`src/rtg_bus_pkg.sv`:
```
// Wishbone classic types for the frame-buffer fetch; 16-bit data, byte address 25 bits
`default_nettype none

package rtg_bus_pkg;

  ////////////////////////////////////////////////////////////////////////////
  // Address and data widths
  ////////////////////////////////////////////////////////////////////////////

  typedef logic [24:0] wb_addr_t;           // Byte address
  typedef logic [15:0] wb_data_t;           // One 16-bit bus word
  typedef logic [20:0] line_base_t;         // Byte address bits 24..4

  localparam int unsigned wb_word_bytes = 2; // Address step per word

  ////////////////////////////////////////////////////////////////////////////
  // Master request and slave response
  ////////////////////////////////////////////////////////////////////////////

  typedef struct packed {
    logic     cyc;                          // Bus cycle open
    logic     stb;                          // Strobe, same as cyc here
    wb_addr_t adr;                          // Held until ack
  } wb_req_t;                               // 27 bits

  typedef struct packed {
    logic     ack;                          // Data valid this edge
    wb_data_t dat;
  } wb_rsp_t;                               // 17 bits

endpackage

`default_nettype wire

```
`src/rtg_video_pkg.sv`:
```
// Hi-colour video types only (no CLUT); chipset sync bits stay active low as delivered
`default_nettype none

package rtg_video_pkg;

  ////////////////////////////////////////////////////////////////////////////
  // Colour
  ////////////////////////////////////////////////////////////////////////////

  typedef logic [7:0] rgb_chan_t;           // One output channel

  typedef struct packed {
    rgb_chan_t r;
    rgb_chan_t g;
    rgb_chan_t b;
  } rgb_t;                                  // 24 bits, red on top

  typedef struct packed {
    logic       unused;                     // Bit 15, ignored
    logic [4:0] r;
    logic [4:0] g;
    logic [4:0] b;
  } hicolour_t;                             // Frame-buffer word, 5-5-5

  // 5-bit field to 8 bits, top bits repeated below
  function automatic rgb_chan_t expand5(input logic [4:0] f);
    return {f, f[4:2]};
  endfunction

  ////////////////////////////////////////////////////////////////////////////
  // Timing, configuration and ports
  ////////////////////////////////////////////////////////////////////////////

  typedef logic [2:0] pixel_width_t;        // Clocks per pixel minus one
  typedef logic [4:0] vb_lines_t;           // Lines of local vblank

  typedef struct packed {
    logic hs;                               // Active low
    logic vs;                               // Active low
    logic cs;                               // Active low
    logic hblank;
    logic vblank;
    rgb_t rgb;
  } chip_video_t;                           // 29 bits

  typedef struct packed {
    logic window;                           // OSD area
    logic pixel;                            // OSD foreground
  } osd_t;

  typedef struct packed {
    logic                    ena;           // Graphics card shown
    rtg_bus_pkg::line_base_t base;          // Frame start, 16-byte aligned
    pixel_width_t            pixel_width;
    vb_lines_t               vbend;
    logic                    ext;           // One extra fetch at blank start
  } rtg_cfg_t;                              // 31 bits

  typedef struct packed {
    logic cs;
    logic hs;
    logic vs;
    rgb_t rgb;
  } vga_t;                                  // 27 bits

  typedef struct packed {
    logic active;                           // Show card colour
    logic flush;                            // Restart frame fetch
    logic pop;                              // Pixel strobe
  } pix_ctl_t;

endpackage

`default_nettype wire

```
`src/rtg_fetch.sv`:
```
// One Wishbone read in flight; fifo_depth_log2 1..5; a word acked across a flush is dropped
`default_nettype none
`timescale 1ns/1ns

module rtg_fetch #(
  parameter int unsigned fifo_depth_log2 = 3 // FIFO holds 2**n words
) (
  input  logic                     CLK_114,
  input  logic                     arst_n,
  input  rtg_bus_pkg::line_base_t  cfg_base,
  input  rtg_video_pkg::pix_ctl_t  ctl,
  output rtg_bus_pkg::wb_req_t     wb_req,
  input  rtg_bus_pkg::wb_rsp_t     wb_rsp,
  output rtg_video_pkg::hicolour_t head
);

  import rtg_bus_pkg::*;

  localparam int unsigned fifo_depth = 1 << fifo_depth_log2;

  typedef logic [fifo_depth_log2-1:0] fifo_ptr_t;
  typedef logic [fifo_depth_log2:0]   fifo_cnt_t; // One more bit for full

  typedef enum logic {
    st_idle,                                // Bus quiet
    st_req                                  // cyc/stb high, waiting ack
  } fetch_state_t;

  fetch_state_t state;
  wb_addr_t     next_adr;                   // Unmangled, next word
  wb_addr_t     req_adr;                    // Mangled, on the bus
  logic         discard;                    // Flush hit the open cycle
  wb_data_t     fifo_mem [fifo_depth];
  fifo_ptr_t    wr_ptr;
  fifo_ptr_t    rd_ptr;
  fifo_cnt_t    fill;                       // Words held
  logic         room;
  logic         start;
  logic         push;
  logic         pull;

  // Same bit-23 swap as the CPU side applies
  function automatic wb_addr_t mangle(input wb_addr_t a);
    wb_addr_t m;
    m     = a;
    m[23] = a[23] ^ (a[22] | a[21]);
    return m;
  endfunction

  assign room  = (fill < fifo_cnt_t'(fifo_depth)); // Idle, so nothing in flight
  assign start = (state == st_idle) && room && !ctl.flush;
  assign push  = (state == st_req) && wb_rsp.ack && !discard && !ctl.flush;
  assign pull  = ctl.pop && (fill != '0);   // Pop on empty ignored

  ////////////////////////////////////////////////////////////////////////////
  // Bus FSM and address counter
  ////////////////////////////////////////////////////////////////////////////

  always_ff @(posedge CLK_114 or negedge arst_n) begin
    if (!arst_n) begin
      state    <= st_idle;
      next_adr <= '0;
      req_adr  <= '0;
      discard  <= 1'b0;
    end else begin
      unique case (state)
        st_idle: begin
          if (start) begin
            state   <= st_req;
            req_adr <= mangle(next_adr);    // Frozen until ack
          end
        end
        st_req: begin
          if (wb_rsp.ack) begin
            state <= st_idle;               // At least one quiet clock
          end
        end
      endcase

      if (ctl.flush) begin
        next_adr <= {cfg_base, 4'b0000};    // Reload frame base
      end else if (start) begin
        next_adr <= next_adr + wb_addr_t'(wb_word_bytes);
      end

      if (state == st_req && wb_rsp.ack) begin
        discard <= 1'b0;                    // Cycle done
      end else if (state == st_req && ctl.flush) begin
        discard <= 1'b1;                    // Let it finish, drop the word
      end
    end
  end

  ////////////////////////////////////////////////////////////////////////////
  // Pixel-word FIFO
  ////////////////////////////////////////////////////////////////////////////

  always_ff @(posedge CLK_114) begin
    if (push) begin
      fifo_mem[wr_ptr] <= wb_rsp.dat;       // Captured on the ack edge
    end
  end

  always_ff @(posedge CLK_114 or negedge arst_n) begin
    if (!arst_n) begin
      wr_ptr <= '0;
      rd_ptr <= '0;
      fill   <= '0;
    end else if (ctl.flush) begin
      wr_ptr <= '0;                         // Empty for the new frame
      rd_ptr <= '0;
      fill   <= '0;
    end else begin
      if (push) begin
        wr_ptr <= wr_ptr + 1'b1;
      end
      if (pull) begin
        rd_ptr <= rd_ptr + 1'b1;
      end
      fill <= fill + fifo_cnt_t'(push) - fifo_cnt_t'(pull);
    end
  end

  assign head = fifo_mem[rd_ptr];           // Oldest word

  always_comb begin
    wb_req.cyc = (state == st_req);
    wb_req.stb = (state == st_req);
    wb_req.adr = req_adr;
  end

endmodule

`default_nettype wire

```
`src/rtg_pixel_timing.sv`:
```
// Local vblank counts rising edges of chipset hs as delivered; vbend of 0 means no extra lines
`default_nettype none
`timescale 1ns/1ns

module rtg_pixel_timing (
  input  logic                        CLK_114,
  input  logic                        arst_n,
  input  rtg_video_pkg::chip_video_t  chip,
  input  rtg_video_pkg::rtg_cfg_t     cfg,
  output rtg_video_pkg::pix_ctl_t     ctl
);

  import rtg_video_pkg::*;

  pixel_width_t pix_ctr;                    // Clocks into current pixel
  vb_lines_t    vb_ctr;                     // Lines since chipset vblank
  logic         loc_vblank;                 // Local vertical blank
  logic         blank;
  logic         blank_d;
  logic         blank_rise;                 // Blank began this clock
  logic         hs_d;
  logic         hs_rise;
  logic         pop;

  assign blank      = loc_vblank | chip.hblank;
  assign blank_rise = blank & ~blank_d;
  assign hs_rise    = chip.hs & ~hs_d;

  // Strobe on the last clock of each pixel, plus one at blank start with ext
  assign pop = cfg.ena && (!blank || (cfg.ext && blank_rise)) &&
               (pix_ctr == cfg.pixel_width);

  ////////////////////////////////////////////////////////////////////////////
  // Delayed copies and pixel counter
  ////////////////////////////////////////////////////////////////////////////

  always_ff @(posedge CLK_114 or negedge arst_n) begin
    if (!arst_n) begin
      blank_d <= 1'b1;
      hs_d    <= 1'b1;                      // Sync idles high
      pix_ctr <= '0;
    end else begin
      blank_d <= blank;
      hs_d    <= chip.hs;
      if (blank || pop) begin
        pix_ctr <= '0;                      // Restart pixel
      end else begin
        pix_ctr <= pix_ctr + 1'b1;
      end
    end
  end

  ////////////////////////////////////////////////////////////////////////////
  // Local vertical blank
  ////////////////////////////////////////////////////////////////////////////

  always_ff @(posedge CLK_114 or negedge arst_n) begin
    if (!arst_n) begin
      loc_vblank <= 1'b1;
      vb_ctr     <= '0;
    end else if (chip.vblank) begin
      loc_vblank <= 1'b1;                   // Held through chipset vblank
      vb_ctr     <= '0;
    end else if (vb_ctr == cfg.vbend) begin
      loc_vblank <= 1'b0;                   // Extra lines done
    end else if (hs_rise) begin
      vb_ctr <= vb_ctr + 1'b1;              // One more line
    end
  end

  always_comb begin
    ctl.active = cfg.ena & ~blank;
    ctl.flush  = ~cfg.ena | chip.vblank;    // Restart fetch for next frame
    ctl.pop    = pop;
  end

endmodule

`default_nettype wire

```
`src/rtg_colour_out.sv`:
```
// Output registered one clock after inputs; OSD overlay is combinational on that register
`default_nettype none
`timescale 1ns/1ns

module rtg_colour_out (
  input  logic                        CLK_114,
  input  logic                        arst_n,
  input  rtg_video_pkg::chip_video_t  chip,
  input  rtg_video_pkg::pix_ctl_t     ctl,
  input  rtg_video_pkg::hicolour_t    head,
  input  rtg_video_pkg::osd_t         osd,
  output rtg_video_pkg::vga_t         vga
);

  import rtg_video_pkg::*;

  rgb_t       card_rgb;                     // Expanded head word
  rgb_t       sel_rgb;                      // Card or chipset colour
  vga_t       vga_q;                        // Output register
  logic [1:0] osd_r_top;
  logic [1:0] osd_g_top;
  logic [1:0] osd_b_top;

  // OSD keeps the top six bits of the pixel underneath
  function automatic rgb_chan_t overlay(input rgb_chan_t chan, input logic [1:0] top);
    return {top, chan[7:2]};
  endfunction

  ////////////////////////////////////////////////////////////////////////////
  // Colour select
  ////////////////////////////////////////////////////////////////////////////

  always_comb begin
    card_rgb.r = expand5(head.r);
    card_rgb.g = expand5(head.g);
    card_rgb.b = expand5(head.b);
  end

  assign sel_rgb = ctl.active ? card_rgb : chip.rgb; // Chipset in blank

  always_ff @(posedge CLK_114 or negedge arst_n) begin
    if (!arst_n) begin
      vga_q.cs  <= 1'b1;                    // Syncs are active low
      vga_q.hs  <= 1'b1;
      vga_q.vs  <= 1'b1;
      vga_q.rgb <= '0;
    end else begin
      vga_q.cs  <= chip.cs;
      vga_q.hs  <= chip.hs;
      vga_q.vs  <= chip.vs;
      vga_q.rgb <= sel_rgb;
    end
  end

  ////////////////////////////////////////////////////////////////////////////
  // OSD overlay
  ////////////////////////////////////////////////////////////////////////////

  assign osd_r_top = osd.pixel ? 2'b11 : 2'b00;
  assign osd_g_top = osd.pixel ? 2'b11 : 2'b00;
  assign osd_b_top = osd.pixel ? 2'b11 : 2'b10; // Blue-tinted background

  always_comb begin
    vga = vga_q;                            // Syncs pass untouched
    if (osd.window) begin
      vga.rgb.r = overlay(vga_q.rgb.r, osd_r_top);
      vga.rgb.g = overlay(vga_q.rgb.g, osd_g_top);
      vga.rgb.b = overlay(vga_q.rgb.b, osd_b_top);
    end
  end

endmodule

`default_nettype wire

```
`src/rtg_video_top.sv`:
```
// Graphics-card video path only; fifo_depth_log2 1..5, single clock CLK_114 throughout
`default_nettype none
`timescale 1ns/1ns

module rtg_video_top #(
  parameter int unsigned fifo_depth_log2 = 3 // Pixel FIFO depth, log2
) (
  input  logic                        CLK_114,
  input  logic                        arst_n,
  input  rtg_video_pkg::chip_video_t  chip,   // Chipset video
  input  rtg_video_pkg::osd_t         osd,
  input  rtg_video_pkg::rtg_cfg_t     cfg,    // Card mode registers
  output rtg_bus_pkg::wb_req_t        wb_req,
  input  rtg_bus_pkg::wb_rsp_t        wb_rsp,
  output rtg_video_pkg::vga_t         vga
);

  import rtg_video_pkg::*;

  pix_ctl_t  ctl;                           // Timing to fetch and output
  hicolour_t head;                          // FIFO head word

  ////////////////////////////////////////////////////////////////////////////
  // Stages
  ////////////////////////////////////////////////////////////////////////////

  rtg_fetch #(
    .fifo_depth_log2 (fifo_depth_log2)
  ) i_fetch (
    .CLK_114  (CLK_114),
    .arst_n   (arst_n),
    .cfg_base (cfg.base),
    .ctl      (ctl),
    .wb_req   (wb_req),
    .wb_rsp   (wb_rsp),
    .head     (head)
  );

  rtg_pixel_timing i_timing (
    .CLK_114 (CLK_114),
    .arst_n  (arst_n),
    .chip    (chip),
    .cfg     (cfg),
    .ctl     (ctl)
  );

  rtg_colour_out i_colour (
    .CLK_114 (CLK_114),
    .arst_n  (arst_n),
    .chip    (chip),
    .ctl     (ctl),
    .head    (head),
    .osd     (osd),
    .vga     (vga)
  );

endmodule

`default_nettype wire

```
`config.mk`:
```
export PLATFORM = sky130hd
export DESIGN_NAME = rtg_video_top
export DESIGN_NICKNAME = d
export VERILOG_FILES = /design/src/rtg_bus_pkg.sv /design/src/rtg_video_pkg.sv /design/src/rtg_fetch.sv /design/src/rtg_pixel_timing.sv /design/src/rtg_colour_out.sv /design/src/rtg_video_top.sv
export SDC_FILE = /design/constraint.sdc
export NUM_CORES = 1
export LEC_CHECK = 0
export BUFFER_PORTS_ARGS = -buffer_cell sky130_fd_sc_hd__buf_2
export CORE_MARGIN = 2
export CORE_UTILIZATION = 53
export CTS_CLUSTER_SIZE = 14
export DETAILED_ROUTE_END_ITERATION = 8
export GPL_ROUTABILITY_DRIVEN = 0
export PLACE_DENSITY = 0.75
export SKIP_CTS_REPAIR_TIMING = 1
export SLEW_MARGIN = 20
export SYNTH_ARGS = -nofsm -noshare
export SYNTH_HDL_FRONTEND = slang
export SYNTH_SLANG_ARGS = --single-unit
```
`constraint.sdc`:
```
create_clock -name CLK_114 -period 4.3 [get_ports CLK_114]
set_input_delay 0.215 -clock CLK_114 [delete_from_list [all_inputs] [get_ports CLK_114]]
set_output_delay 0.215 -clock CLK_114 [all_outputs]
set_load 0.005 [all_outputs]
```
==> results.json <==
{
  "endpoint": "i_fetch.fifo_mem[3][7]",
  "p_leak_nw": 4.346,
  "rows": 48,
  "start_util_pct": 53.89,
  "critPathLaunchType": "register",
  "die_area_um2": 18600,
  "violations": "negative hold slack",
  "mostFrequentLayoutCell": "buf_2",
  "hp-start": "chip[3]",
  "syn_to_final_growth_pct": 22.40,
  "worstSetupPathType": "reg2reg",
  "synth_top_area_share_pct": 38.79,
  "placed_cells": 958,
  "layout_common_cells": "buf_2 (131), edfxtp_1 (120), dfrtp_1 (91), dlygate4sd3_1 (55), nand2_1 (39)",
  "numPortBuffers": 132,
  "viasPerCell": 5.581,
  "crit_start": "i_fetch.state",
  "grt_usage_pct": 20.93,
  "yosys.area.top_type": "edfxtp_1",
  "grt-busiest-layer": "met2",
  "synth_edf_count": 120,
  "regToRegEndpoint": "i_fetch.fifo_mem[3][7]",
  "worstPathCellList": "and3b_1, and2_1, nand2_1, nor2_2",
  "num_vias": 5882,
  "peakVddDrop_v": 0.0003921,
  "synth-seq-cells": 217,
  "critPathMaxStageDelay_ns": 0.87,
  "placed_cell_area_um2": 10150,
  "power_w": 0.004484,
  "grt-ovfl-total": 0,
  "min_period_ns": 2.487,
  "synthCells": 630,
  "ios": 135,
  "numCtsBuffers": 22,
  "fmax_ghz": 0.4021,
  "ant_nets": 0,
  "cts_max_level": 1,
  "power_density_nw_per_um2": 394.4,
  "slew_viol_final": 0,
  "drt_wl_total_um": 20050,
  "cp.required_ns": 4.41,
  "max_slew.worst_pin.slew_ns": 1.081,
  "fin_cells": 1054,
  "drtIter0Drc": 364,
  "fillCellCount": 1221,
  "slew_headroom_pct": 27.77,
  "detail_route.wl_per_cell_um": 19.02,
  "hold_class": "in2reg",
  "grt_pass1_wl_um": 30000,
  "insertion_delay_ns": 0.50,
  "status": "finished, violations left",
  "yosys_most_used_dff": "edfxtp_1",
  "fp.dieW_um": 136.4,
  "r2r_slack_ns": 1.81,
  "critPathMaxFanout": 15,
  "clkSinkCount": 217,
  "setup_tns_ns": 0,
  "synth-seq-area-share_pct": 64.99,
  "critPathCaptureType": "register",
  "nets": 904,
  "hpwl_um": 12500,
  "synth_area_leaders": "edfxtp_1 (39%), dfrtp_1 (25%), mux4_2 (7.3%), mux2_2 (4.6%), mux2i_1 (1.8%)",
  "ys.warnings.count": 0,
  "die_y_um": 136.4,
  "setup_viol": 0,
  "worst_r2r_startpoint": "i_fetch.state",
  "drt_first_pass_iters": 5,
  "grt_use_met1_pct": 27.97,
  "cts_root_buf": "clkbuf_16",
  "rr_worst_depth": 4,
  "worstPathArrival_ns": 2.59,
  "synth-async-reset-ratio_pct": 44.70,
  "cts_tree": "built",
  "worst_hold_slack_ns": -0.02017,
  "fin_area_um2": 11370,
  "synthesis.nets": 722,
  "maxCapViolCount": 0,
  "syn-cell-area_um2": 9289,
  "ys_types": 56,
  "core_um2": 17240,
  "drive_above_1_share_pct": 30.80,
  "grt_max_degree": 52,
  "rsz0062_at_grt": "no",
  "final_hold_viol_count": 12,
  "crit_slowest_cell": "nor2_2",
  "timing.final.crit_share_pct": 57.83,
  "grt_pass1_vias": 5790,
  "antenna_found_initial": 1,
  "route.detailed.drc": 0,
  "syn_area_per_cell_um2": 14.74,
  "fin_skew_ns": 0.01902,
  "grtUsageMet2_pct": 34.59,
  "cts_buffer_depth": 3,
  "use_met3_pct": 5.220,
  "clk_pin_slew_ns": 0.06
}
-- metrics by stage --
| stage | hold WS, ns | setup WS, ns | util, % |
|---|---|---|---|
| 4_1_cts | -0.2391 | 1.812 | 62.74 |
| 3_3_place_gp | 0.2790 | 1.919 | 58.86 |
| 3_5_place_dp | 0.2892 | 1.863 | 58.86 |
| 2_1_floorplan | -0.08059 | 1.752 | - |
| 6_report | -0.02017 | 1.813 | 65.96 |
| 5_1_grt | 0.0009012 | 1.685 | 65.96 |
-- critical path, delay by kind of cell (launching register included) --
family | cells | cell delay (ns)
flops | 1 | 0.53
simple gates | 4 | 1.57
-- report_power, final --
group	internal (W)	switching, W
combinational	0.000205	0.000178
sequential	0.00229	0.0000634
clock	0.000999	0.000747
total	0.00350	0.000988
-- layout make-up --
cell class                      count  area, um2  share of cell area (%)
Antenna cell                        1      2.502                 0.02201
Inverter                           18      67.56                  0.5943
Sequential cell                   217       6041                   53.13
Multi-Input combinational cell    361       3058                   26.90
Clock inverter                     10      56.30                  0.4952
Clock buffer                       30      611.8                   5.381
Timing Repair Buffer              192       1251                   11.00
Tap cell                          225      281.5                   2.476
-- cells in the mapped netlist (14+ instances only) --
| cell | n |
|---|---|
| a21oi_1 | 15 |
| clkbuf_1 | 18 |
| dfrtp_1 | 92 |
| edfxtp_1 | 120 |
| inv_1 | 18 |
| mux2_2 | 38 |
| mux2i_1 | 17 |
| mux4_2 | 30 |
| nand2_1 | 39 |
| nor2_1 | 38 |
| o21a_1 | 20 |
| o21ai_0 | 17 |
| xnor2_1 | 14 |
-- layer usage --
layer  wire, um  vias up
li1           -     2713
met1       8388     2914
met2       9966      214
met3       1297       41
met4        399        0
met5          0        -
-- worst min path at each step --
stage,endpoint,cells past startpoint
after global placement,i_fetch.req_adr[14],1
after global routing,i_fetch.fifo_mem[3][8],1
after detailed placement,i_fetch.req_adr[14],1
final,i_colour.vga_q[3],3
after floorplan,i_colour.vga_q[0],0
after CTS,i_fetch.req_adr[14],1
-- kinds of logic (layout without fill, tap and decap cells) --
kind of cell             after synthesis  after routing  synth area share (%)
buffers and inverters                 52            250                 2.492
AND/OR/NAND/NOR                      152            152                 8.554
XOR/XNOR                              26             26                 2.452
adder cells (fa/ha/maj)               11             11                 1.563
flip-flops                           217            217                 64.99
multiplexers                          90             90                 14.32
other                                  1              2               0.04037
AO/OA/AOI/OAI                         81             81                 5.590
-- state kept, by name, indices dropped and copies added (netlist names) --
name / count
i_fetch.state: 1
i_fetch.wr_ptr: 3
i_timing.loc_vblank: 1
i_fetch.req_adr: 24
i_timing.vb_ctr: 5
i_fetch.fifo_mem: 120
i_fetch.next_adr: 24
i_fetch.rd_ptr: 3
i_colour.vga: 3
i_fetch.fill: 4
i_colour.vga_q: 24
i_timing.pix_ctr: 3
i_timing.blank_d: 1
i_fetch.discard: 1
(Power assumes the default switching activity.)
